--- config.mk ---
export PLATFORM = sky130hd
export DESIGN_NAME = fpu_top
export DESIGN_NICKNAME = d
export VERILOG_FILES = /design/src/logic/fpu_pkg.sv /design/src/logic/fpu_top.sv /design/src/logic/fp_norm_round.sv /design/src/logic/fp_align_add.sv /design/src/logic/fpu_ctrl_regs.sv
export SDC_FILE = /design/constraint.sdc
export NUM_CORES = 1
export LEC_CHECK = 0
export ABC_CLOCK_PERIOD_IN_PS = 19600
export BUFFER_PORTS_ARGS = -buffer_cell sky130_fd_sc_hd__buf_2
export CAP_MARGIN = 0
export CORE_ASPECT_RATIO = 1.75
export CORE_MARGIN = 1.5
export CORE_UTILIZATION = 35
export DETAILED_ROUTE_END_ITERATION = 12
export PLACE_DENSITY = 0.51
export SLEW_MARGIN = 20
export SYNTH_ARGS = -nofsm -noshare
export SYNTH_HDL_FRONTEND = slang
export SYNTH_SLANG_ARGS = --single-unit
export TNS_END_PERCENT = 50
--- constraint.sdc ---
create_clock -name clk -period 19.6 [get_ports clk]
set_input_delay 0 -clock clk [delete_from_list [all_inputs] [get_ports clk]]
set_output_delay 0 -clock clk [all_outputs]
set_load 0.01 [all_outputs]
--- src/logic/fpu_pkg.sv ---
`default_nettype none

package fpu_pkg;

   localparam logic [31:0] CANON_NAN = 32'h7fc0_0000;  // the only nan ever produced

   // one operand word, read whole or by field
   typedef struct packed {
      logic        sign;
      logic [7:0]  exp;                 // biased by 127, 0 means zero here
      logic [22:0] frac;                // frac[22] set marks a quiet nan
   } fp32_fields_t;

   typedef union packed {
      logic [31:0]  raw;                // word as it sits on the bus
      fp32_fields_t fields;             // same bits, classified
   } fp32_u;

   typedef enum logic [2:0] {
      rm_rne = 3'd0,                    // nearest, ties to even
      rm_rtz = 3'd1,                    // toward zero
      rm_rdn = 3'd2,                    // toward -inf
      rm_rup = 3'd3,                    // toward +inf
      rm_rmm = 3'd4                     // nearest, ties away from zero
   } rm_e;                              // 5..7 reserved

   // decoded operation for this cycle
   typedef struct packed {
      logic sub;                        // flip sign of b
      rm_e  rm;
      logic invalid;                    // bad funct7 or reserved frm
   } fp_op_t;

   // exception flags, msb first as in the flag csr
   typedef struct packed {
      logic nv;                         // invalid operation
      logic dz;                         // divide by zero, never set by add/sub
      logic of;                         // overflow
      logic uf;                         // underflow
      logic nx;                         // inexact
   } fflags_t;

   // stage 1 to stage 2 register
   typedef struct packed {
      logic              sign;          // sign of the larger operand
      logic signed [9:0] exp;           // room for renormalization
      logic [27:0]       sig;           // carry, hidden, frac, g, r, s
      rm_e               rm;
      logic              special;       // result already known
      logic [31:0]       special_word;
      logic              special_nv;
   } align_stage_t;

endpackage

`default_nettype wire
--- src/logic/fpu_top.sv ---
`timescale 1ns/10ps
`default_nettype none

module fpu_top (
   input  wire logic          clk,
   input  wire logic          arst_n,
   input  wire logic [31:0]   floating_point1,   // operand a
   input  wire logic [31:0]   floating_point2,   // operand b
   input  wire logic [2:0]    frm,               // rounding mode
   input  wire logic [6:0]    funct7,            // add or sub
   input  wire logic          flags_clr,         // clears sticky flags
   output logic [31:0]        floating_point_out,
   output fpu_pkg::fflags_t   flags,             // flags of this result
   output fpu_pkg::fflags_t   fflags             // sticky flags
);

   import fpu_pkg::*;

   fp_op_t       op;                    // decoded this cycle
   align_stage_t stage;                 // pipeline register between stages

   // decode and sticky flags
   fpu_ctrl_regs u_ctrl (
      .clk       (clk),
      .arst_n    (arst_n),
      .funct7    (funct7),
      .frm       (frm),
      .flags     (flags),
      .flags_clr (flags_clr),
      .op        (op),
      .fflags    (fflags)
   );

   // stage 1
   fp_align_add u_align (
      .clk    (clk),
      .arst_n (arst_n),
      .op     (op),
      .a      (floating_point1),
      .b      (floating_point2),
      .stage  (stage)
   );

   // stage 2
   fp_norm_round u_round (
      .clk                (clk),
      .arst_n             (arst_n),
      .stage              (stage),
      .floating_point_out (floating_point_out),
      .flags              (flags)
   );

endmodule

`default_nettype wire

--- src/logic/fp_norm_round.sv ---
`timescale 1ns/10ps
`default_nettype none

module fp_norm_round (
   input  wire logic                  clk,
   input  wire logic                  arst_n,
   input  wire fpu_pkg::align_stage_t stage,
   output logic [31:0]                floating_point_out,
   output fpu_pkg::fflags_t           flags
);

   import fpu_pkg::*;

   logic [4:0]        lzc;              // leading zeros below the carry bit
   logic [26:0]       norm_sig;         // hidden bit at 26
   logic signed [9:0] norm_exp;
   logic              lsb;
   logic              guard;
   logic              round_b;
   logic              sticky;
   logic              inexact;
   logic              round_up;
   logic [24:0]       mant;             // rounded significand, bit 24 is carry out
   logic signed [9:0] final_exp;
   logic [22:0]       final_frac;
   logic              to_max;           // overflow saturates to max finite
   logic [31:0]       result;
   fflags_t           result_flags;

   // count from the hidden position downward
   function automatic logic [4:0] lead_zeros(input logic [26:0] v);
      logic [4:0] n;
      logic       hit;
      n   = 5'd0;
      hit = 1'b0;
      for (int i = 26; i >= 0; i--) begin
         if (v[i]) begin
            hit = 1'b1;
         end else if (!hit) begin
            n = n + 5'd1;
         end
      end
      return n;                         // 27 for an all zero input
   endfunction

   assign lzc = lead_zeros(stage.sig[26:0]);

   // normalization
   always_comb begin
      if (stage.sig[27]) begin
         norm_sig = {stage.sig[27:2], stage.sig[1] | stage.sig[0]};  // keep sticky
         norm_exp = stage.exp + 10'sd1;
      end else begin
         norm_sig = stage.sig[26:0] << lzc;  // after cancellation
         norm_exp = stage.exp - $signed({5'd0, lzc});
      end
   end

   assign lsb     = norm_sig[3];
   assign guard   = norm_sig[2];
   assign round_b = norm_sig[1];
   assign sticky  = norm_sig[0];
   assign inexact = guard | round_b | sticky;

   // round increment per mode
   always_comb begin
      case (stage.rm)
         rm_rne:  round_up = guard & (round_b | sticky | lsb);  // tie goes to even
         rm_rtz:  round_up = 1'b0;
         rm_rdn:  round_up = stage.sign & inexact;
         rm_rup:  round_up = !stage.sign & inexact;
         rm_rmm:  round_up = guard;                         // tie goes away
         default: round_up = 1'b0;
      endcase
   end

   assign mant       = {1'b0, norm_sig[26:3]} + {24'd0, round_up};
   assign final_exp  = mant[24] ? (norm_exp + 10'sd1) : norm_exp;  // 1.11..1 rounded up
   assign final_frac = mant[24] ? mant[23:1] : mant[22:0];

   assign to_max = (stage.rm == rm_rtz)
                || ((stage.rm == rm_rdn) && !stage.sign)
                || ((stage.rm == rm_rup) && stage.sign);

   // result select
   always_comb begin
      result_flags = '0;
      if (stage.special) begin
         result          = stage.special_word;  // bypasses rounding
         result_flags.nv = stage.special_nv;
      end else if (stage.sig == 28'd0) begin
         result = {stage.rm == rm_rdn, 31'd0};  // exact zero, -0 only rounding down
      end else if (norm_exp < 10'sd1) begin
         result          = {stage.sign, 31'd0}; // too small, flush
         result_flags.uf = 1'b1;
         result_flags.nx = 1'b1;
      end else if (final_exp > 10'sd254) begin
         result          = to_max ? {stage.sign, 8'hfe, 23'h7f_ffff}
                                  : {stage.sign, 8'hff, 23'd0};
         result_flags.of = 1'b1;
         result_flags.nx = 1'b1;
      end else begin
         result          = {stage.sign, final_exp[7:0], final_frac};
         result_flags.nx = inexact;
      end
   end

   always_ff @(posedge clk or negedge arst_n) begin
      if (!arst_n) begin
         floating_point_out <= 32'd0;
         flags              <= '0;
      end else begin
         floating_point_out <= result;
         flags              <= result_flags;
      end
   end

   // rounding can make infinity but never a nan
   a_no_nan_from_round: assert property (@(posedge clk) disable iff (!arst_n)
      !stage.special |=> !((floating_point_out[30:23] == 8'hff)
                           && (floating_point_out[22:0] != 23'd0)));

endmodule

`default_nettype wire

--- src/logic/fp_align_add.sv ---
`timescale 1ns/10ps
`default_nettype none

module fp_align_add (
   input  wire logic                clk,
   input  wire logic                arst_n,
   input  wire fpu_pkg::fp_op_t     op,
   input  wire fpu_pkg::fp32_u      a,
   input  wire fpu_pkg::fp32_u      b,
   output fpu_pkg::align_stage_t    stage
);

   import fpu_pkg::*;

   logic        sign_a, sign_b;         // sign_b after the subtract flip
   logic        zero_a, zero_b;         // includes flushed subnormals
   logic        inf_a, inf_b;
   logic        nan_a, nan_b;
   logic        snan_a, snan_b;
   logic [23:0] sig_a, sig_b;           // hidden bit + frac
   logic [30:0] mag_a, mag_b;           // for magnitude ordering
   logic        swap;                   // b is the larger one
   logic [7:0]  exp_big, exp_small;
   logic [23:0] sig_big, sig_small;
   logic [7:0]  exp_diff;
   logic [4:0]  shamt;                  // clamped align shift
   logic [53:0] small_wide;             // shifted value plus lost bits
   logic [27:0] big_ext, small_ext;
   logic        eff_sub;                // signs differ after flip
   logic [27:0] sum;
   logic        sign_res;
   logic        zero_sign;              // sign of zero + zero
   logic        special;
   logic [31:0] special_word;
   logic        special_nv;

   // classification
   assign sign_a = a.fields.sign;
   assign sign_b = b.fields.sign ^ op.sub;
   assign zero_a = (a.fields.exp == 8'd0);  // subnormal reads as zero
   assign zero_b = (b.fields.exp == 8'd0);
   assign inf_a  = (a.fields.exp == 8'hff) && (a.fields.frac == 23'd0);
   assign inf_b  = (b.fields.exp == 8'hff) && (b.fields.frac == 23'd0);
   assign nan_a  = (a.fields.exp == 8'hff) && (a.fields.frac != 23'd0);
   assign nan_b  = (b.fields.exp == 8'hff) && (b.fields.frac != 23'd0);
   assign snan_a = nan_a && !a.fields.frac[22];  // quiet bit clear
   assign snan_b = nan_b && !b.fields.frac[22];

   assign sig_a = zero_a ? 24'd0 : {1'b1, a.fields.frac};
   assign sig_b = zero_b ? 24'd0 : {1'b1, b.fields.frac};
   assign mag_a = zero_a ? 31'd0 : a.raw[30:0];
   assign mag_b = zero_b ? 31'd0 : b.raw[30:0];

   // order by magnitude
   assign swap      = (mag_b > mag_a);
   assign exp_big   = swap ? b.fields.exp : a.fields.exp;
   assign exp_small = swap ? a.fields.exp : b.fields.exp;
   assign sig_big   = swap ? sig_b : sig_a;
   assign sig_small = swap ? sig_a : sig_b;
   assign sign_res  = swap ? sign_b : sign_a;

   // alignment, everything past 27 places lands in sticky
   assign exp_diff   = exp_big - exp_small;
   assign shamt      = (exp_diff > 8'd27) ? 5'd27 : exp_diff[4:0];
   assign small_wide = {sig_small, 3'b000, 27'd0} >> shamt;
   assign small_ext  = {1'b0, small_wide[53:27]} | {27'd0, |small_wide[26:0]};
   assign big_ext    = {1'b0, sig_big, 3'b000};

   assign eff_sub = sign_a ^ sign_b;
   assign sum     = eff_sub ? (big_ext - small_ext) : (big_ext + small_ext);

   // x + x keeps the sign, x - x follows the mode
   assign zero_sign = (sign_a == sign_b) ? sign_a : (op.rm == rm_rdn);

   // special results, in priority order
   always_comb begin
      special      = 1'b1;
      special_nv   = 1'b0;
      special_word = CANON_NAN;
      if (op.invalid) begin
         special_nv = 1'b1;
      end else if (nan_a || nan_b) begin
         special_nv = snan_a || snan_b;         // quiet nan raises nothing
      end else if (inf_a && inf_b && eff_sub) begin
         special_nv = 1'b1;                     // inf - inf
      end else if (inf_a) begin
         special_word = {sign_a, 8'hff, 23'd0};
      end else if (inf_b) begin
         special_word = {sign_b, 8'hff, 23'd0};
      end else if (zero_a && zero_b) begin
         special_word = {zero_sign, 31'd0};
      end else begin
         special = 1'b0;                        // ordinary sum
      end
   end

   always_ff @(posedge clk or negedge arst_n) begin
      if (!arst_n) begin
         stage <= '0;
      end else begin
         stage.sign         <= sign_res;
         stage.exp          <= {2'b00, exp_big};
         stage.sig          <= sum;
         stage.rm           <= op.rm;
         stage.special      <= special;
         stage.special_word <= special_word;
         stage.special_nv   <= special_nv;
      end
   end

   // an ordinary sum always carries the larger operand's nonzero exponent
   a_no_zero_exp_overflow: assert property (@(posedge clk) disable iff (!arst_n)
      (!stage.special && (stage.exp == 10'sd0)) |-> (stage.sig[27:26] != 2'b11));

endmodule

`default_nettype wire

--- src/logic/fpu_ctrl_regs.sv ---
`timescale 1ns/10ps
`default_nettype none

module fpu_ctrl_regs (
   input  wire logic             clk,
   input  wire logic             arst_n,
   input  wire logic [6:0]       funct7,
   input  wire logic [2:0]       frm,
   input  wire fpu_pkg::fflags_t flags,      // registered flags of stage 2
   input  wire logic             flags_clr,  // one cycle clear pulse
   output fpu_pkg::fp_op_t       op,
   output fpu_pkg::fflags_t      fflags      // sticky accumulated flags
);

   import fpu_pkg::*;

   localparam logic [6:0] F7_ADD = 7'b000_0000;
   localparam logic [6:0] F7_SUB = 7'b000_0100;

   logic f7_ok;                              // known opcode
   logic rm_ok;                              // frm inside the five modes

   assign f7_ok = (funct7 == F7_ADD) || (funct7 == F7_SUB);
   assign rm_ok = (frm <= 3'd4);

   // opcode and mode decode, pure combinational
   always_comb begin
      op.sub     = (funct7 == F7_SUB);
      op.rm      = rm_ok ? rm_e'(frm) : rm_rne;  // reserved codes never pass through
      op.invalid = !f7_ok || !rm_ok;
   end

   // sticky flags, clear beats arriving flags
   always_ff @(posedge clk or negedge arst_n) begin
      if (!arst_n) begin
         fflags <= '0;
      end else if (flags_clr) begin
         fflags <= '0;                         // arriving flags dropped
      end else begin
         fflags <= fflags_t'(fflags | flags);  // accumulate
      end
   end

   // nothing in the add path can raise divide by zero
   a_dz_never_set: assert property (@(posedge clk) disable iff (!arst_n)
      !fflags.dz);

endmodule

`default_nettype wire

==> metrics.txt, run 1 <==
run status=complete, no violations; beginning of the worst hold path=funct7[0]; layout cells sized above 1=11.3%; Post-Syn Instances=between 2k and 2.5k; Setup violations, final=0; initial DRC count=1048; Critical Path AT=18.21 ns; fin crit period=about 18 ns; unrepaired setup endpoints after global routing=false; crit-path leading delay family=compound AO/OA/AOI/OAI gates; Core Box Area=44200 µm²; full die area=46100 µm²; # Max-Cap Violations=0; post-synthesis mux area share=9.22%; vias in the first global route=16.8k; worst hold path depth=4; ys flop type=dfrtp_1; WL/cell=21.3 µm; Num CTS Buffers=9; Peak supply drop=just under 60 µV; grt total ovfl=0; most frequent CP cell=ha_1; Leak=7.56 nW; distinct cell type count after synthesis=~100; CP max FO=36; register area=2130 µm²; GP Congestion=0.968; Synth Area in Simple Gates=26.6%; Pre-antenna DRT Iters=6; total negative slack=0 ns; commonest non-fill, non-tap cell in the layout=nand2_1; Critical R2R Capture=u_round.floating_point_out[23]; drt drc=0; TritonCTS clock tree=yes; Detail Route Antenna Nets=0; R2R Setup Slk=~1.6 ns; critical path's slowest cell=and4b_1; yosys warns=0; Worst-Margin Slew=1.31 ns; initial antenna violation count=0; most frequent cells in the layout=nand2_1 (302), nor2_1 (218), a21oi_1 (161); largest family of logic cells by synthesized area=compound AO/OA/AOI/OAI gates; Buffers on Ports=between 100 and 150; diode count=0; Slew headroom=12.4%; fin util=between 30% and 40%; Synth Area in XOR/XNOR=7.47%; Achievable Freq=0.0556 GHz; Design Area, Final=roughly 17000 µm²; fillers=4788; hold endpoint=u_align.stage[33]; crit start category=register; setup bufs post-CTS=0; r2r worst-path depth=85; Hold/Removal Path Class=in -> reg; sequential element share of the synthesized area=13.6%; Initial Util=a little over a third; Async SR Flop Fraction=between 90% and 100%; I/O pin total=roughly 120; Post-synth EDFFs=0; crit path capture type=register; kind of critical path=reg -> reg; worst skew pair latency=0.37 ns; Placed Area=16700 µm²; critical path data required time=a little under 20 ns; vias per std cell=about 6; Chip Height=283 µm; Nets=roughly 2.5k; compound-cell area share of the yosys netlist=26.8%; WL final=around 61 mm; first-pass GRT wire length=slightly above 90 mm; FF-to-FF Start=u_align.stage[63]; largest net degree at the start of global routing=86; Yosys reg bits=85; Final Hold Fails=0; Placement Rows=102; CTS sink count=85; deepest clock path buffer count=2; Critical path buffers and inverters=3; H-tree depth=3; Final Max Slew Viols=0; adder-cell share of the synthesized area=under 10%; synthesized cell area=15700 µm²; post-route clock period utilization=91.7%; Overall Global Routing Usage=roughly 26%; CP Depth=85; CTS clock-pin slew for the worst setup and hold paths=0.07 ns; DP Wirelength=49.5 mm; area delta synth->final=9.33%; Post-Syn Area per Cell=7.01 µm²; Vias=16.8k; Root Driver=clkbuf_16; power per cell area=~80 nW/µm²; area taken by multi-input logic gates=12600 µm²; CP max stage delay=0.54 ns; Die X-Extent=roughly 160 µm; clock skew=between 0.01 and 0.015 ns
[timing repair]
item	in CTS	in global routing
gates resized for setup	0	3
setup endpoints to repair	0	23
hold buffers	10	0
hold endpoints to repair	97	0
[flip-flops by register name, indices dropped and copies added (netlist names)]
register                    cells
u_align.stage                  45
u_round.floating_point_out     32
u_ctrl.fflags                   4
u_round.flags                   4
[synthesized netlist by cell type (27+ instances only)]
| cell | n | area share [%] |
|---|---|---|
| nor4_1 | 31 | 1.2 |
| clkbuf_1 | 105 | 2.5 |
| a21o_1 | 30 | 1.4 |
| o211ai_1 | 27 | 1.3 |
| a21oi_1 | 162 | 5.2 |
| inv_1 | 110 | 2.6 |
| nand2b_1 | 28 | 1.1 |
| nor2_1 | 219 | 5.2 |
| xnor2_1 | 76 | 4.2 |
| nor2b_1 | 35 | 1.4 |
| a31oi_1 | 33 | 1.3 |
| o21ai_0 | 155 | 5.0 |
| xor2_1 | 31 | 1.7 |
| nand3_1 | 54 | 1.7 |
| nand2_1 | 302 | 7.2 |
| nor3_1 | 56 | 1.8 |
| mux2i_1 | 105 | 6.7 |
| dfrtp_1 | 85 | 14 |
| ha_1 | 116 | 9.3 |
[logic make-up after synthesis]
logic type	Yosys count
compound gates	649
fa+ha+maj	125
mux	135
xor+xnor	119
buf+inv	247
simple gates	875
other cells	1
flops	85
[metal layers]
metal / up-vias / GRT usage [%] / routed length (µm)
met5: - / 0 / 0
met4: 0 / 16.7 / 4230
met3: 197 / 2.34 / 2020
met2: 518 / 50.1 / 32900
met1: 7951 / 25.7 / 21600
li1: 8135 / - / -
[power by group]
part | internal [mW] | switching (mW) | leakage [nW]
registers | 0.199 | 0.0918 | 1.03
clock network | 0.0892 | 0.0829 | 0.145
logic | 0.334 | 0.576 | 6.38
[cell type report]
class / count / area share [%]
multi-input cells: 1905 / 73.8
flip-flops and latches: 85 / 12.4
repair buffers: 159 / 5.46
well taps: 572 / 4.18
inverters: 112 / 2.45
clock buffers: 9 / 1.31
clock inverters: 7 / 0.394
[worst max path at each step]
| stage | from | endpoint | slack [ns] |
|---|---|---|---|
| floorplan | u_align.stage[63] | u_round.floating_point_out[23] | 3.84 |
| global placement | u_align.stage[63] | u_round.floating_point_out[22] | 2.05 |
| detailed placement | u_align.stage[63] | u_round.floating_point_out[22] | 1.45 |
| CTS | u_align.stage[63] | u_round.floating_point_out[22] | 1.38 |
| global route | u_align.stage[63] | u_round.floating_point_out[23] | 0.008 |
| finish | u_align.stage[63] | u_round.floating_point_out[23] | 1.63 |
[worst register-to-register path, delay by kind of cell (launching register included)]
family | cells | cell delay (ns)
XOR/XNOR | 4 | 0.64
buffers and inverters | 3 | 0.63
AND/OR/NAND/NOR | 22 | 4.15
AO/OA/AOI/OAI | 27 | 5.13
multiplexers | 13 | 2.74
adder cells (fa/ha/maj) | 16 | 4.10
flip-flops | 1 | 0.44
[stage by stage]
step | setup WS (ns) | std cells | hold WS [ns] | power, mW
after global placement | 2.05 | 2823 | 0.197 | 1.18
final | 1.63 | 2849 | 0.0323 | 1.37
after floorplan | 3.84 | 2237 | -0.296 | 0.901
after CTS | 1.38 | 2849 | 0.0157 | 1.36
after global routing | 0.00760 | 2849 | 0.0544 | 1.47
after detailed placement | 1.45 | 2823 | 0.195 | 1.18
(Power assumes the default switching activity.)
==> run 2, diff against run 1 <==
--- a/config.mk
+++ b/config.mk
@@ -12,6 +12,7 @@
 export CORE_MARGIN = 1.5
 export CORE_UTILIZATION = 35
 export DETAILED_ROUTE_END_ITERATION = 12
+export GPL_TIMING_DRIVEN = 0
 export PLACE_DENSITY = 0.51
 export SLEW_MARGIN = 20
 export SYNTH_ARGS = -nofsm -noshare
==> constraint.sdc (replaced) <==
create_clock -name clk -period 19.6 [get_ports clk]
set_input_delay 0 -clock clk [delete_from_list [all_inputs] [get_ports clk]]
set_output_delay 0 -clock clk [all_outputs]
set_load 0.05 [all_outputs]
==> run 2 against run 1 <==
Effect of this change:
- final cell count up 3.8%
- critical path depth up 5
- wire length up 25%
- power up 7.9%
- largest cell class unchanged
- worst setup slack worse by 0.36 ns
- die area unchanged
- cell area up 2.2%
- clock power up 9.9%
==> metrics.txt, run 2 (synthesis results as in run 1) <==
run status=complete, no violations; initial antenna violation count=0; most frequent cells in the layout=nand2_1 (302), nor2_1 (219), a21oi_1 (162); Nets=around 2.6k; drt drc=0; CP max FO=10; most frequent CP cell=ha_1; TritonCTS clock tree=yes; crit path capture type=register; grt total ovfl=0; crit start category=register; initial DRC count=1065; Peak supply drop=53.3 µV; Overall Global Routing Usage=around 32%; commonest non-fill, non-tap cell in the layout=nand2_1; diode count=0; post-route clock period utilization=93.5%; crit-path leading delay family=compound AO/OA/AOI/OAI gates; deepest clock path buffer count=2; Setup violations, final=0; Chip Height=between 200 and 300 µm; Placement Rows=~100; CTS sink count=85; H-tree depth=3; Leak=7.65 nW; Final Max Slew Viols=0; Slew headroom=approximately 22%; largest net degree at the start of global routing=51; Hold/Removal Path Class=in -> reg; Design Area, Final=~18000 µm²; WL final=75.9 mm; clock skew=0.0138 ns; full die area=46100 µm²; critical path data required time=19.84 ns; most flop-heavy register=u_align.stage; max FFs per register=45; CTS clock-pin slew for the worst setup and hold paths=0.08 ns; first-pass GRT wire length=111 mm; Placed Area=17000 µm²; I/O pin total=about 120; Pre-antenna DRT Iters=5; registers with the most flip-flops=u_align.stage (45), u_round.floating_point_out (32); GP Congestion=1.02; register area=approximately 2100 µm²; unrepaired setup endpoints after global routing=false; Critical Path AT=18.57 ns; area taken by multi-input logic gates=roughly 13000 µm²; # Max-Cap Violations=0; hold slack=0.0134 ns; vias in the first global route=18.1k; Critical path buffers and inverters=8; Root Driver=clkbuf_16; area delta synth->final=11.8%; Final Hold Fails=0; vias per std cell=6.05; total negative slack=0 ns; placed insts=2926; Worst-Margin Slew=1.16 ns; WL/cell=25.7 µm; CP max stage delay=roughly 0.56 ns; layout cells sized above 1=10.7%; fin crit period=around 18 ns; Initial Util=35.5%; Core Box Area=44200 µm²; Vias=17.9k; critical path's slowest cell=dfrtp_1; Die X-Extent=about 160 µm; power per cell area=about 85 nW/µm²; kind of critical path=reg -> reg; worst skew pair latency=0.37 ns; non-filler cells, final=2956; Num CTS Buffers=9; Buffers on Ports=between 100 and 150; Achievable Freq=0.0546 GHz; DP Wirelength=between 60 and 70 mm; fillers=4797; Detail Route Antenna Nets=0
[run 2: worst register-to-register path, delay by kind of cell, from the launching register on]
kind,cells,cell delay [ns]
AOI/OAI and AO/OA,27,4.96
DFF,1,0.56
adders and majority gates,16,4.32
xor gates and xnor gates,4,0.66
buffers and inverters,8,1.60
and+or+nand+nor,23,3.68
muxes,12,2.46
[run 2: metal layers]
layer  global-route usage (%)  part of all wire (%)  up-vias
li1                         -                     -     8373
met1                     29.3                    33     8592
met2                     64.3                    55      657
met3                     2.34                   3.1      266
met4                     26.1                   9.1        0
met5                        0                     0        -
[run 2: final cells by class]
cell class / count / area share (%)
clock inverters: 5 / 0.372
flip-flops and latches: 85 / 12.1
repair buffers: 131 / 4.27
well taps: 572 / 4.09
multi-input cells: 1905 / 72.0
plain buffers: 135 / 3.27
inverters: 112 / 2.40
clock buffers: 11 / 1.44
[run 2: through the flow]
| step | total power, mW | setup slack [ns] | util, % |
|---|---|---|---|
| final | 1.48 | 1.27 | 39.7 |
| after CTS | 1.46 | 0.584 | 39.5 |
| after global routing | 1.57 | 0.0569 | 39.7 |
| after detailed placement | 1.26 | 0.687 | 38.6 |
| after global placement | 1.26 | 0.712 | 38.4 |
| after floorplan | 0.904 | 3.84 | - |
[run 2: final timing paths]
| kind | startpoint | end | slack (ns) | cells past startpoint |
|---|---|---|---|---|
| max in group asynchronous | arst_n | u_align.stage[52] | 18.84 | 3 |
| min reg2reg | u_align.stage[0] | u_round.flags[4] | 0.48 | 1 |
| min | floating_point1[27] | u_align.stage[69] | 0.01 | 3 |
| min in group asynchronous | arst_n | u_ctrl.fflags[1] | 0.14 | 2 |
| max | u_align.stage[62] | u_round.floating_point_out[7] | 1.27 | 90 |
| max reg2reg | u_align.stage[62] | u_round.floating_point_out[7] | 1.27 | 90 |
[run 2: where the power goes]
part | leakage (nW) | internal, mW | switching (mW)
clock | 0.150 | 0.107 | 0.0822
combinational | 6.48 | 0.343 | 0.706
sequential | 1.03 | 0.200 | 0.0413
total | 7.65 | 0.650 | 0.830
[run 2: what timing repair did]
action	in CTS	in global routing
endpoints found under the hold margin	46	0
gates resized for setup	0	6
hold buffers	10	0
endpoints found under the setup margin	0	33
buffers inserted	0	4
==> run 3, diff against run 2 <==
--- a/config.mk
+++ b/config.mk
@@ -8,12 +8,15 @@
 export ABC_CLOCK_PERIOD_IN_PS = 19600
 export BUFFER_PORTS_ARGS = -buffer_cell sky130_fd_sc_hd__buf_2
 export CAP_MARGIN = 0
+export CELL_PAD_IN_SITES_DETAIL_PLACEMENT = 0
+export CELL_PAD_IN_SITES_GLOBAL_PLACEMENT = 1
 export CORE_ASPECT_RATIO = 1.75
 export CORE_MARGIN = 1.5
 export CORE_UTILIZATION = 35
 export DETAILED_ROUTE_END_ITERATION = 12
 export GPL_TIMING_DRIVEN = 0
-export PLACE_DENSITY = 0.51
+export HOLD_SLACK_MARGIN = 0.05
+export PLACE_DENSITY = 0.66
 export SLEW_MARGIN = 20
 export SYNTH_ARGS = -nofsm -noshare
 export SYNTH_HDL_FRONTEND = slang
==> run 3 against run 2 <==
Effect of this change:
- worst hold slack gained 0.058 ns
- via count is essentially flat
- critical path depth shrank 1
- combinational power is essentially flat
- largest cell class unchanged
- flip-flop and latch count is the same
- power shrank 2.4%
- die area is the same
- highest routed layer is now met5
- critical path type unchanged
==> metrics.txt, run 3 (synthesis results as in run 1) <==
first-pass GRT wire length=about 110 mm; drt drc=0; max FFs per register=45; largest net degree at the start of global routing=45; commonest non-fill, non-tap cell in the layout=nand2_1; I/O pin total=between 100 and 150; critical path data required time=19.81 ns; Chip Height=283 µm; Detail Route Antenna Nets=0; # Max-Cap Violations=0; placed insts=2923; Peak supply drop=41.8 µV; layout cells sized above 1=10.6%; Int Pwr=0.632 mW; Placed Area=17000 µm²; most frequent CP cell=ha_1; vias in the first global route=17.8k; WL/cell=about 25 µm; initial DRC count=1163; grt total ovfl=0; diode count=0; register area=roughly 2100 µm²; Die X-Extent=163 µm; fillers=~4.8k; most frequent cells in the layout=nand2_1 (302), nor2_1 (219), a21oi_1 (162); Placement Rows=102; fin util=39.7%; CTS sink count=85; initial antenna violation count=1; Core Box Area=44200 µm²; area delta synth->final=12.0%; total negative slack=0 ns; dpl ws=0.280 ns; Vias=17.9k; WL final=72.9 mm; Final Hold Fails=0; vias per std cell=6.04; part of the power in the clock network=a little under an eighth; CP max FO=10; crit path capture type=register; Critical Path AT=18.65 ns; Final Max Slew Viols=0; Reg power frac=16.4%; critical path's slowest cell=dfrtp_1; GP Congestion=roughly 1; Design Area, Final=17600 µm²; Critical path buffers and inverters=7; Pre-antenna DRT Iters=9; Nets=about 2.6k; unrepaired setup endpoints after global routing=false; switching part of the total power=between 50% and 60%; Final WS setup=1.16 ns; full die area=46100 µm²; crit start category=register; DP Wirelength=around 61 mm; CTS clock-pin slew for the worst setup and hold paths=0.07 ns; run status=complete, no violations; clock skew=between 0.01 and 0.015 ns; most flop-heavy register=u_align.stage; Slew headroom=8.49%; registers with the most flip-flops=u_align.stage (45), u_round.floating_point_out (32); TritonCTS clock tree=yes; kind of critical path=reg -> reg; post-route clock period utilization=94.1%; Buffers on Ports=roughly 110; Achievable Freq=0.0542 GHz; deepest clock path buffer count=2; worst skew pair latency=around 0.36 ns; Leak=roughly 7.7 nW; H-tree depth=3; sw power=0.813 mW; Comb pwr share=72.2%; Num CTS Buffers=9; area taken by multi-input logic gates=12600 µm²; power per cell area=82.3 nW/µm²; Initial Util=a little over a third; fin crit period=roughly 18 ns; Setup violations, final=0; Hold/Removal Path Class=in -> reg; Worst-Margin Slew=1.36 ns; non-filler cells, final=2963; CP max stage delay=a little over 0.5 ns; Overall Global Routing Usage=31.1%; Root Driver=clkbuf_16; crit-path leading delay family=compound AO/OA/AOI/OAI gates
-- run 3: cell types whose count changed in the layout (fill, tap and decap cells not counted), sizes merged --
cell,change
dlygate4sd3,+7
clkinv,+2
bufinv,-1
clkinvlp,-1
clkbuf,-1
inv,+1
-- run 3: final cells by class --
class	instances	share of cell area (%)
Buffer	135	3.26
Clock buffer	10	1.30
Clock inverter	6	0.321
Inverter	112	2.40
Multi-Input combinational cell	1905	71.9
Sequential cell	85	12.1
Tap cell	572	4.08
Timing Repair Buffer	138	4.62
-- run 3: metrics by stage --
stage / hold slack (ns) / power, mW
global placement: 0.184 / 1.25
CTS: 0.0512 / 1.42
global route: 0.0810 / 1.54
floorplan: -0.296 / 0.904
detailed placement: 0.0168 / 1.25
finish: 0.0717 / 1.44
-- run 3: power by group through the flow --
stage               Combinational [mW]  Clock, mW  Sequential [mW]
finish                            1.04      0.165            0.237
floorplan                        0.680          0            0.223
global placement                  1.01          0            0.239
global route                      1.12      0.178            0.239
CTS                               1.02      0.169            0.235
detailed placement                1.01          0            0.239
-- run 3: worst register-to-register path: cells and delay by family (launching register included) --
family / cells / cell delay [ns]
and+or+nand+nor: 23 / 3.82
adders and majority gates: 16 / 4.34
muxes: 12 / 2.51
DFF: 1 / 0.51
AOI/OAI and AO/OA: 27 / 5.04
buffers and inverters: 7 / 1.45
xor gates and xnor gates: 4 / 0.67
-- run 3: layer usage --
layer | share of wire, % | GRT usage (%) | routed length (µm) | vias up
met1 | 32 | 28.2 | 23400 | 8486
met3 | 3.9 | 2.99 | 2870 | 292
li1 | - | - | - | 8386
met4 | 11 | 27.5 | 7660 | 2
met2 | 53 | 59.7 | 38900 | 729
met5 | 0.015 | 0 | 11 | -
-- run 3: final timing paths --
kind,start,end,slack (ns),depth (start not counted)
worst min-delay path,floating_point2[25],u_align.stage[67],0.07,3
worst max register to register,u_align.stage[62],u_round.floating_point_out[1],1.16,89
max in group asynchronous,arst_n,u_align.stage[59],18.82,3
worst max-delay path,u_align.stage[62],u_round.floating_point_out[1],1.16,89
worst min register to register,u_ctrl.fflags[4],u_ctrl.fflags[4],0.49,2
min in group asynchronous,arst_n,u_round.floating_point_out[24],0.16,2
-- run 3: what timing repair did --
action | CTS | global route
resized for setup | 0 | 6
hold buffers | 17 | 0
endpoints found under the hold margin | 59 | 0
setup endpoints to repair | 0 | 33
setup buffers | 0 | 7
